--- src/cam_cfg_pkg.sv ---
/*
 * OV5640 configuration package
 * Widths, sensor power-up timing and the output resolution
 * shared by the register sequencer and its lookup table.
 */

`default_nettype none

package cam_cfg_pkg;

    // ----------------------------------------
    // Widths
    // ----------------------------------------
    typedef logic [15:0] reg_addr_t;   // Sensor register address
    typedef logic [7:0]  reg_data_t;   // Register value
    typedef logic [23:0] cfg_word_t;   // {addr, value} for one SCCB write
    typedef logic [7:0]  reg_idx_t;    // Position in the write list
    typedef logic [12:0] frame_dim_t;  // Pixels or lines
    typedef logic [14:0] pwr_cnt_t;    // Power-up wait counter

    // ----------------------------------------
    // Sequencer timing
    // ----------------------------------------

    // Sensor needs 20 ms after power-up before the first SCCB access.
    // The configuration clock runs at 1 MHz, so one cycle is 1 us.
    localparam pwr_cnt_t POWER_UP_CYCLES = 15'd20000;

    // Entries in the write list
    localparam reg_idx_t REG_NUM = 8'd40;

    // ----------------------------------------
    // Resolution and frame timing
    // ----------------------------------------
    localparam frame_dim_t CMOS_H_PIXEL = 13'd1024;  // Active pixels per line
    localparam frame_dim_t CMOS_V_PIXEL = 13'd768;   // Active lines per frame

    localparam frame_dim_t H_BLANK = 13'd1216;
    localparam frame_dim_t V_BLANK = 13'd504;

    // Total line length and frame height as programmed into 380c..380f
    localparam frame_dim_t TOTAL_H_PIXEL = CMOS_H_PIXEL + H_BLANK;
    localparam frame_dim_t TOTAL_V_PIXEL = CMOS_V_PIXEL + V_BLANK;

    // ----------------------------------------
    // Table fill
    // ----------------------------------------

    // Chip-ID high byte is read-only, so writing it is harmless.
    // Used for any index past the end of the list.
    localparam reg_addr_t ID_REG_ADDR = 16'h300A;

endpackage

`default_nettype wire

--- src/cam_cfg_seq.sv ---
/*
 * OV5640 configuration sequencer
 * Waits out the sensor power-up time, then walks the write
 * list one SCCB transfer at a time. Each write starts with an
 * i2c_exec pulse and ends with i2c_done from the master.
 */

`timescale 1ns/1ps
`default_nettype none

module cam_cfg_seq (
    input  logic                 clk,
    input  logic                 rst_n,
    input  logic                 i2c_done,
    output logic                 i2c_exec,
    output cam_cfg_pkg::reg_idx_t reg_idx,
    output logic                 init_done
);

    import cam_cfg_pkg::*;

    pwr_cnt_t pwr_cnt;   // Power-up wait, saturates
    logic     pwr_fire;  // Last cycle of the wait
    logic     more_regs; // Writes still left to start

    assign pwr_fire  = (pwr_cnt == pwr_cnt_t'(POWER_UP_CYCLES - 15'd1));
    assign more_regs = (reg_idx < REG_NUM);

    // ----------------------------------------
    // Power-up delay
    // ----------------------------------------
    always_ff @(posedge clk or negedge rst_n) begin
        if (!rst_n) begin
            pwr_cnt <= '0;
        end else if (pwr_cnt < POWER_UP_CYCLES) begin
            pwr_cnt <= pwr_cnt + 15'd1;  // Stops at the limit, fires once
        end
    end

    // ----------------------------------------
    // Write issue
    // ----------------------------------------

    // Index counts started writes, so it also reads as the list position
    always_ff @(posedge clk or negedge rst_n) begin
        if (!rst_n) begin
            reg_idx <= '0;
        end else if (i2c_exec) begin
            reg_idx <= reg_idx + 8'd1;
        end
    end

    // First write after the delay, then one per completed write
    always_ff @(posedge clk or negedge rst_n) begin
        if (!rst_n) begin
            i2c_exec <= 1'b0;
        end else if (pwr_fire) begin
            i2c_exec <= 1'b1;
        end else if (i2c_done && more_regs) begin
            i2c_exec <= 1'b1;
        end else begin
            i2c_exec <= 1'b0;
        end
    end

    // ----------------------------------------
    // Completion
    // ----------------------------------------

    // Done of the last write, sticky until reset
    always_ff @(posedge clk or negedge rst_n) begin
        if (!rst_n) begin
            init_done <= 1'b0;
        end else if (i2c_done && (reg_idx == REG_NUM)) begin
            init_done <= 1'b1;
        end
    end

endmodule

`default_nettype wire

--- src/cam_cfg_top.sv ---
/*
 * OV5640 power-up configuration
 * Sequencer plus register table. Drives an external SCCB
 * master with exec/done pulses and a 24-bit write word.
 */

`timescale 1ns/1ps
`default_nettype none

module cam_cfg_top (
    input  logic                  clk,
    input  logic                  rst_n,
    input  logic                  i2c_done,
    output logic                  i2c_exec,
    output cam_cfg_pkg::cfg_word_t lut_data,
    output logic                  init_done
);

    import cam_cfg_pkg::*;

    reg_idx_t reg_idx;  // Current write position

    cam_cfg_seq u_seq (
        .clk       (clk),
        .rst_n     (rst_n),
        .i2c_done  (i2c_done),
        .i2c_exec  (i2c_exec),
        .reg_idx   (reg_idx),
        .init_done (init_done)
    );

    // Word follows the index one cycle later
    cam_reg_table u_table (
        .clk      (clk),
        .rst_n    (rst_n),
        .reg_idx  (reg_idx),
        .lut_data (lut_data)
    );

endmodule

`default_nettype wire

--- src/cam_reg_table.sv ---
/*
 * OV5640 register table
 * Maps a write index to its {address, value} word for an
 * RGB565 DVP setup. Output is registered, one cycle behind
 * the index. Unknown indices return a write to the chip-ID
 * register so nothing real is touched.
 */

`timescale 1ns/1ps
`default_nettype none

module cam_reg_table (
    input  logic                  clk,
    input  logic                  rst_n,
    input  cam_cfg_pkg::reg_idx_t  reg_idx,
    output cam_cfg_pkg::cfg_word_t lut_data
);

    import cam_cfg_pkg::*;

    function automatic cfg_word_t lut_word(input reg_idx_t idx);
        case (idx)
            // ----------------------------------------
            // Soft reset, pads and PLL source
            // ----------------------------------------
            8'd0  : lut_word = {16'h3008, 8'h82};  // Soft reset, power down
            8'd1  : lut_word = {16'h3008, 8'h02};  // Back to normal operation
            8'd2  : lut_word = {16'h3103, 8'h02};  // Clock from PLL
            8'd3  : lut_word = {16'h3017, 8'hff};  // FREX/VSYNC/HREF/PCLK/D[9:6] out
            8'd4  : lut_word = {16'h3018, 8'hff};  // D[5:0], GPIO out
            8'd5  : lut_word = {16'h3037, 8'h13};  // PLL pre-divider
            8'd6  : lut_word = {16'h3108, 8'h01};  // Root divider

            // ----------------------------------------
            // Output format and ISP
            // ----------------------------------------
            8'd7  : lut_word = {16'h3000, 8'h00};  // Release block resets
            8'd8  : lut_word = {16'h3004, 8'hff};  // Enable all clocks
            8'd9  : lut_word = {16'h4300, 8'h61};  // RGB565
            8'd10 : lut_word = {16'h501f, 8'h01};  // ISP RGB path
            8'd11 : lut_word = {16'h440e, 8'h00};
            8'd12 : lut_word = {16'h5000, 8'ha7};  // ISP control

            // ----------------------------------------
            // System clock, 24 MHz in, PCLK 48 MHz
            // ----------------------------------------
            8'd13 : lut_word = {16'h3035, 8'h11};  // System clock divider
            8'd14 : lut_word = {16'h3036, 8'h3c};  // PLL multiplier

            // ----------------------------------------
            // Sensor window timing
            // ----------------------------------------
            8'd15 : lut_word = {16'h3820, 8'h46};  // Vertical flip, binning
            8'd16 : lut_word = {16'h3821, 8'h01};  // Horizontal binning
            8'd17 : lut_word = {16'h3814, 8'h31};  // X subsample
            8'd18 : lut_word = {16'h3815, 8'h31};  // Y subsample
            8'd19 : lut_word = {16'h3800, 8'h00};  // X start high
            8'd20 : lut_word = {16'h3801, 8'h00};  // X start low
            8'd21 : lut_word = {16'h3802, 8'h00};  // Y start high
            8'd22 : lut_word = {16'h3803, 8'h04};  // Y start low
            8'd23 : lut_word = {16'h3804, 8'h0a};  // X end high
            8'd24 : lut_word = {16'h3805, 8'h3f};  // X end low
            8'd25 : lut_word = {16'h3806, 8'h07};  // Y end high
            8'd26 : lut_word = {16'h3807, 8'h9b};  // Y end low

            // ----------------------------------------
            // Output size and total frame size
            // ----------------------------------------

            // DVP output width, 4 + 8 bits
            8'd27 : lut_word = {16'h3808, {4'd0, CMOS_H_PIXEL[11:8]}};
            8'd28 : lut_word = {16'h3809, CMOS_H_PIXEL[7:0]};

            // DVP output height, 3 + 8 bits
            8'd29 : lut_word = {16'h380a, {5'd0, CMOS_V_PIXEL[10:8]}};
            8'd30 : lut_word = {16'h380b, CMOS_V_PIXEL[7:0]};

            // Total line length, 5 + 8 bits
            8'd31 : lut_word = {16'h380c, {3'd0, TOTAL_H_PIXEL[12:8]}};
            8'd32 : lut_word = {16'h380d, TOTAL_H_PIXEL[7:0]};

            // Total frame height
            8'd33 : lut_word = {16'h380e, {3'd0, TOTAL_V_PIXEL[12:8]}};
            8'd34 : lut_word = {16'h380f, TOTAL_V_PIXEL[7:0]};

            // ----------------------------------------
            // DVP clock, ISP, test pattern
            // ----------------------------------------
            8'd35 : lut_word = {16'h3813, 8'h06};  // Y offset
            8'd36 : lut_word = {16'h4837, 8'h22};  // DVP PCLK period
            8'd37 : lut_word = {16'h3824, 8'h02};  // DVP PCLK divider
            8'd38 : lut_word = {16'h5001, 8'ha3};  // ISP control 1
            8'd39 : lut_word = {16'h503d, 8'h00};  // Colour bar off, 8'h80 turns it on

            // Past the list, rewrite the read-only ID register
            default: lut_word = {ID_REG_ADDR, 8'h00};
        endcase
    endfunction

    // Registered lookup
    always_ff @(posedge clk or negedge rst_n) begin
        if (!rst_n) begin
            lut_data <= lut_word('0);  // Entry 0 ready before the first exec
        end else begin
            lut_data <= lut_word(reg_idx);
        end
    end

endmodule

`default_nettype wire

--- config.mk ---
export PLATFORM = sky130hd
export DESIGN_NAME = cam_cfg_top
export DESIGN_NICKNAME = d
export VERILOG_FILES = /design/src/cam_cfg_pkg.sv /design/src/cam_cfg_seq.sv /design/src/cam_cfg_top.sv /design/src/cam_reg_table.sv
export SDC_FILE = /design/constraint.sdc
export NUM_CORES = 1
export LEC_CHECK = 0
export ABC_AREA = 0
export BUFFER_PORTS_ARGS = -buffer_cell sky130_fd_sc_hd__buf_2
export CAP_MARGIN = 20
export CORE_MARGIN = 10
export CORE_UTILIZATION = 40
export CTS_CLUSTER_SIZE = 20
export DETAILED_ROUTE_END_ITERATION = 10
export SYNTH_ARGS = -nofsm -noshare
export SYNTH_HDL_FRONTEND = slang
export SYNTH_SLANG_ARGS = --single-unit
--- constraint.sdc ---
create_clock -name clk -period 2.4 [get_ports clk]
set_clock_uncertainty 0.05 [all_clocks]
set_input_delay 0.12 -clock clk [delete_from_list [all_inputs] [get_ports clk]]
set_output_delay 0.12 -clock clk [all_outputs]
set_load 0.03 [all_outputs]
======== After elaboration in Yosys (flattened, before gate mapping) ========
Memories as Yosys holds them, arrays and structs flattened.
Cells that the tools add are included.
word-level totals
  register bits ........................... 49
  ROM bits ................................ 1344
  input port bits ......................... 3
  output and inout bits ................... 26
  logic and storage cells ................. 18
  memories kept ........................... 1
cells by class
  add/subtract/negate cells ............... 2
  order comparisons ....................... 2
  eq/ne operators ......................... 2
  multiplexer cells ....................... 3
  reductions and logical operators ........ 3
memory list
  memory            words  width  rd ports  clocked after memory_dff  wr ports  RTL line             source
  (name not given)  64     21     1         0                         0         cam_reg_table.sv:22  case (idx)
operators with widths
  cell                   count
  $mux 24                1
  $add 15x1->15 const B  1
  $eq 15x15->1 const B   1
  $lt 15x15->1 const B   1
  $add 8x1->8 const B    1
  $eq 8x6->1 const B     1
  $lt 8x6->1 const B     1
  $logic_and 1x1->1      2
  $logic_not 2->1        1
  $mux 1                 2

======== Depth between registers and ports, before layout ========
  word-level depth ........................ 4
  depth in mapped cells ................... 8
  mapped depth without buffers ............ 6

======== Hierarchy ========
From an unflattened synthesis, not the netlist that was laid out.
second synthesis, totals
  cell total of the unflattened synthesis .. 294
  area total of the unflattened synthesis .. 2773.9 sq um
modules (own cells, without submodules)
  module         times used  cells an instance  area an instance (sq um)  seq. area each (sq um)
  cam_reg_table  1           196                1637.8                    531.8
  cam_cfg_seq    1           98                 1136.1                    625.6

======== Worst setup path before layout ========
Ideal clock, no wire load.
  path type ............................... register -> register
  start point ............................. register u_seq.reg_idx[0]
  end point ............................... register u_table.lut_data[10]
  setup time .............................. 0.131 ns
  arrival ................................. 1.922 ns
  required time ........................... 2.219 ns
  setup slack ............................. 0.296 ns
  cell stages (with the launch flop) ...... 7
  buffers on the path ..................... 1
  period minus slack after synthesis ...... 2.104 ns
  cell sequence ........................... dfrtp_1 > clkbuf_1 > inv_1 > ha_1 > mux4_2 > o221ai_1 > o21ai_0
between the ends
  cells in the longest elaborated chain, start to end .. 2
ends and longest elaborated chain
  element                   RTL line              source
  start: declaration        cam_cfg_seq.sv:16     output cam_cfg_pkg::reg_idx_t reg_idx,
  start signal: assignment  cam_cfg_seq.sv:49     reg_idx <= reg_idx + 8'd1;
  $mem_v2 64x21             --
  $mux 24                   cam_reg_table.sv:22
  end signal: assignment    cam_reg_table.sv:103  lut_data <= lut_word('0);
  end signal: assignment    cam_reg_table.sv:105  lut_data <= lut_word(reg_idx);
  end: declaration          cam_reg_table.sv:16   output cam_cfg_pkg::cfg_word_t lut_data
Every way passes these cells.
A chain may end at the register's enable or synchronous reset.

======== Worst setup path in the final report ========
  start point ............................. register u_seq.reg_idx[0]
  end point ............................... register u_table.lut_data[0]
The elaborated chain is that of the path after synthesis.

==> results.yml <==
synth:
  synth_top_area_share: 0.366
  synth.yosys.seq_area_share: 0.413
  synth.most_common_cell: "dfrtp_1"
  synth_simple_gate_area_frac: 0.208
  ys_ff_latch: 46
  syn_area_per_cell_um2: 9.04
  async_flop_share: 1.00
  yosys_warnings: 0
  synth_top_family_by_area: "simple AND/OR/NAND/NOR gates"
  synth_compound_area_frac: 0.195
  synthAdderAreaFrac: 0.0535
  ys_top_cells_by_count: "dfrtp_1, nand2_1, nor2_1"
  synthXorXnorAreaFrac: 0.0593
  yosysUniqueCellTypes: 55
  synth_flop_cell: "dfrtp_1"
  syn_area_um2: 2800
  yosysTopAreaCell: "dfrtp_1"
  synthMuxAreaShare: 0.0196
  netlist_instances: 310
  synth_edf_count: 0
  yosys-top-cells-area: "dfrtp_1, ha_1, dfstp_2"
timing:
  min_period_ns: 2.10
  worstMarginPinSlew_ns: 0.684
  tns_ns: 0
  hold_viol_final: 0
  setup_violations: 0
  maxSlewHeadroom: 0.542
  min_period_over_period: 0.874
  drv_slew: 0
  hold_slack_ns: 0.0147
  rsz0062_at_grt: "false"
  max_freq_mhz: 477
cells_and_area:
  design_area_um2: 3150
  utilization: 0.464
  final-seq-area_um2: 1160
  n_antenna_cell: 0
  drive_above_1_share: 0.185
  area_growth_pct: 12.4
  nFillCells: 641
  multiInputGateArea_um2: 1510
  fin_nets: 350
floorplan:
  design.die.area_um2: 10800
  ios: 29
  die_width_um: 104
  initial_core_util: 0.413
  core_area_um2: 6790
  rows: 30
  die_h_um: 104
clock_tree:
  cts_made_buffers: 5
  clk_pin_slew_ns: 0.10
  numClockSinks: 46
  tritoncts: "yes"
  clockBufferDepth: 2
  postCtsHoldBufs: 1
  clk_latency_ns: 0.31
  cts_resized: 0
  cts_setup_buffers: 0
  htreeDepth: 2
  clock-root-buffer: "clkbuf_8"
min_path:
  holdPathEnd: "u_seq.init_done"
  hold_class: "in -> reg"
  min_path_cells: 2
  hold_start: "i2c_done"
global_routing:
  gr-total-overflow: 0
  grt_pass1_wl_um: 12100
  antenna_found_initial: 0
  grt_max_degree: 27
  grt.total_usage: 0.136
  grt_pass1_vias: 2334
worst_setup_path:
  required_ns: 2.53
  reg2reg_to: "u_table.lut_data[0]"
  max_stage_delay_ns: 0.45
  ff2ff_setup_slack_ns: 0.30
  path_cells: "buf_4 -> ha_1 -> or2_2 -> a21boi_0 -> a221oi_1 -> o32ai_1"
  crit_family: "compound AO/OA/AOI/OAI gates"
  arrival_ns: 2.23
  reg2reg_depth: 6
  crit_fanout: 9
  endpoint_kind: "flop"
  cp-start-kind: "flop"
  crit_slowest_cell: "dfrtp_1"
  r2r-start: "u_seq.reg_idx[0]"
  worstSetupPathType: "reg -> reg"
  path_buf_inv: 1
drt:
  antenna_left: 0
  dr.pass1.iters: 5
  vias_per_cell: 5.53
  drc: 0
  vias: 2389
  first_iter_violations: 227
  drt_wl_total_um: 7370
  wl_per_cell_um: 17.1
power:
  powerDensity_nw_per_um2: 1380
  clock_power_share: 0.117
  seqPwrFrac: 0.280
  p_sw_mw: 2.16
  leakage_nw: 1.41
  intPower_mw: 2.19
  netSwitchingFraction: 0.496
  ir_drop_uv: 476
  p_comb_frac: 0.603
place:
  portBuffers: 25
  hpwlAfterDp_um: 5280
  dpl_cell_area_um2: 3050
  place_congestion: 0.937
outcome:
  run_status: "complete, no violations"
run:
  maxCapViolCount: 0
[stage by stage]
stage	power [mW]	worst slack [ns]	instances
floorplan	3.07	0.296	312
global placement	3.83	0.408	423
detailed placement	3.80	0.352	423
CTS	4.34	0.345	432
global route	4.67	0.178	432
finish	4.36	0.303	432
[state kept, by name, summed over array words and instances (netlist names)]
register and flops:
u_seq.reg_idx 8, u_seq.init_done 1, u_table.lut_data 21, u_seq.i2c_exec 1
u_seq.pwr_cnt 15
[worst register-to-register path, cell delays in order, from the launching register on]
cell,delay [ns]
dfrtp_1,0.45
buf_4,0.19
ha_1,0.31
or2_2,0.36
a21boi_0,0.15
a221oi_1,0.34
o32ai_1,0.13
[final cells by class]
class,instances,area share
clock inverters,3,0.00754
inverters,10,0.0119
flip-flops and latches,46,0.367
multi-input cells,233,0.480
well taps,96,0.0381
clock buffers,5,0.0218
repair buffers,39,0.0738
[kinds of logic after synthesis]
| family | count (synthesis) |
|---|---|
| adder cells (fa/ha/maj) | 12 |
| XOR/XNOR | 19 |
| AND/OR/NAND/NOR | 118 |
| flip-flops | 46 |
| multiplexers | 4 |
| AO/OA/AOI/OAI | 77 |
| other | 1 |
| buffers and inverters | 33 |
[how the worst max path moves through the flow]
stage | from | endpoint | slack [ns] | cells past startpoint
after detailed placement | u_seq.reg_idx[0] | u_table.lut_data[0] | 0.35 | 6
after CTS | u_seq.reg_idx[0] | u_table.lut_data[0] | 0.35 | 6
after floorplan | u_seq.reg_idx[0] | u_table.lut_data[10] | 0.30 | 6
final | u_seq.reg_idx[0] | u_table.lut_data[0] | 0.30 | 6
after global routing | u_seq.reg_idx[0] | u_table.lut_data[0] | 0.18 | 6
after global placement | u_seq.reg_idx[0] | u_table.lut_data[0] | 0.41 | 6
[power by group through the flow]
| stage | combinational (mW) | clock [mW] | sequential [mW] |
|---|---|---|---|
| after floorplan | 1.63 | 0 | 1.43 |
| after global placement | 2.60 | 0 | 1.22 |
| after detailed placement | 2.57 | 0 | 1.22 |
| after CTS | 2.60 | 0.530 | 1.21 |
| after global routing | 2.87 | 0.559 | 1.24 |
| final | 2.63 | 0.508 | 1.22 |
[placed cells by master (no fill, tap or decap), drive strengths merged, types with 2 or more instances in the layout]
| cell type | n |
|---|---|
| a211oi | 4 |
| a21boi | 5 |
| a21o | 3 |
| a21oi | 22 |
| a221oi | 2 |
| a311o | 2 |
| a31o | 3 |
| a31oi | 2 |
| and3 | 4 |
| buf | 38 |
| clkbuf | 5 |
| clkinvlp | 2 |
| conb | 3 |
| dfrtp | 41 |
| dfstp | 5 |
| ha | 12 |
| inv | 10 |
| mux2 | 2 |
| nand2 | 31 |
| nand2b | 12 |
| nand3 | 14 |
| nand3b | 2 |
| nand4 | 7 |
| nor2 | 27 |
| nor2b | 10 |
| nor3 | 2 |
| o211ai | 3 |
| o21a | 2 |
| o21ai | 12 |
| o311a | 2 |
| o31ai | 2 |
| o32ai | 3 |
| or2 | 3 |
| or3 | 2 |
| xnor2 | 9 |
| xor2 | 10 |
[metal layers]
| layer | share of wire | global-route usage | routed length, µm |
|---|---|---|---|
| met1 | 0.47 | 0.183 | 3430 |
| met2 | 0.45 | 0.200 | 3300 |
| met3 | 0.061 | 0.0279 | 447 |
| met4 | 0.026 | 0.0676 | 193 |
| met5 | 0 | 0 | 0 |
Note: power is estimated with default switching activity, not from simulation.
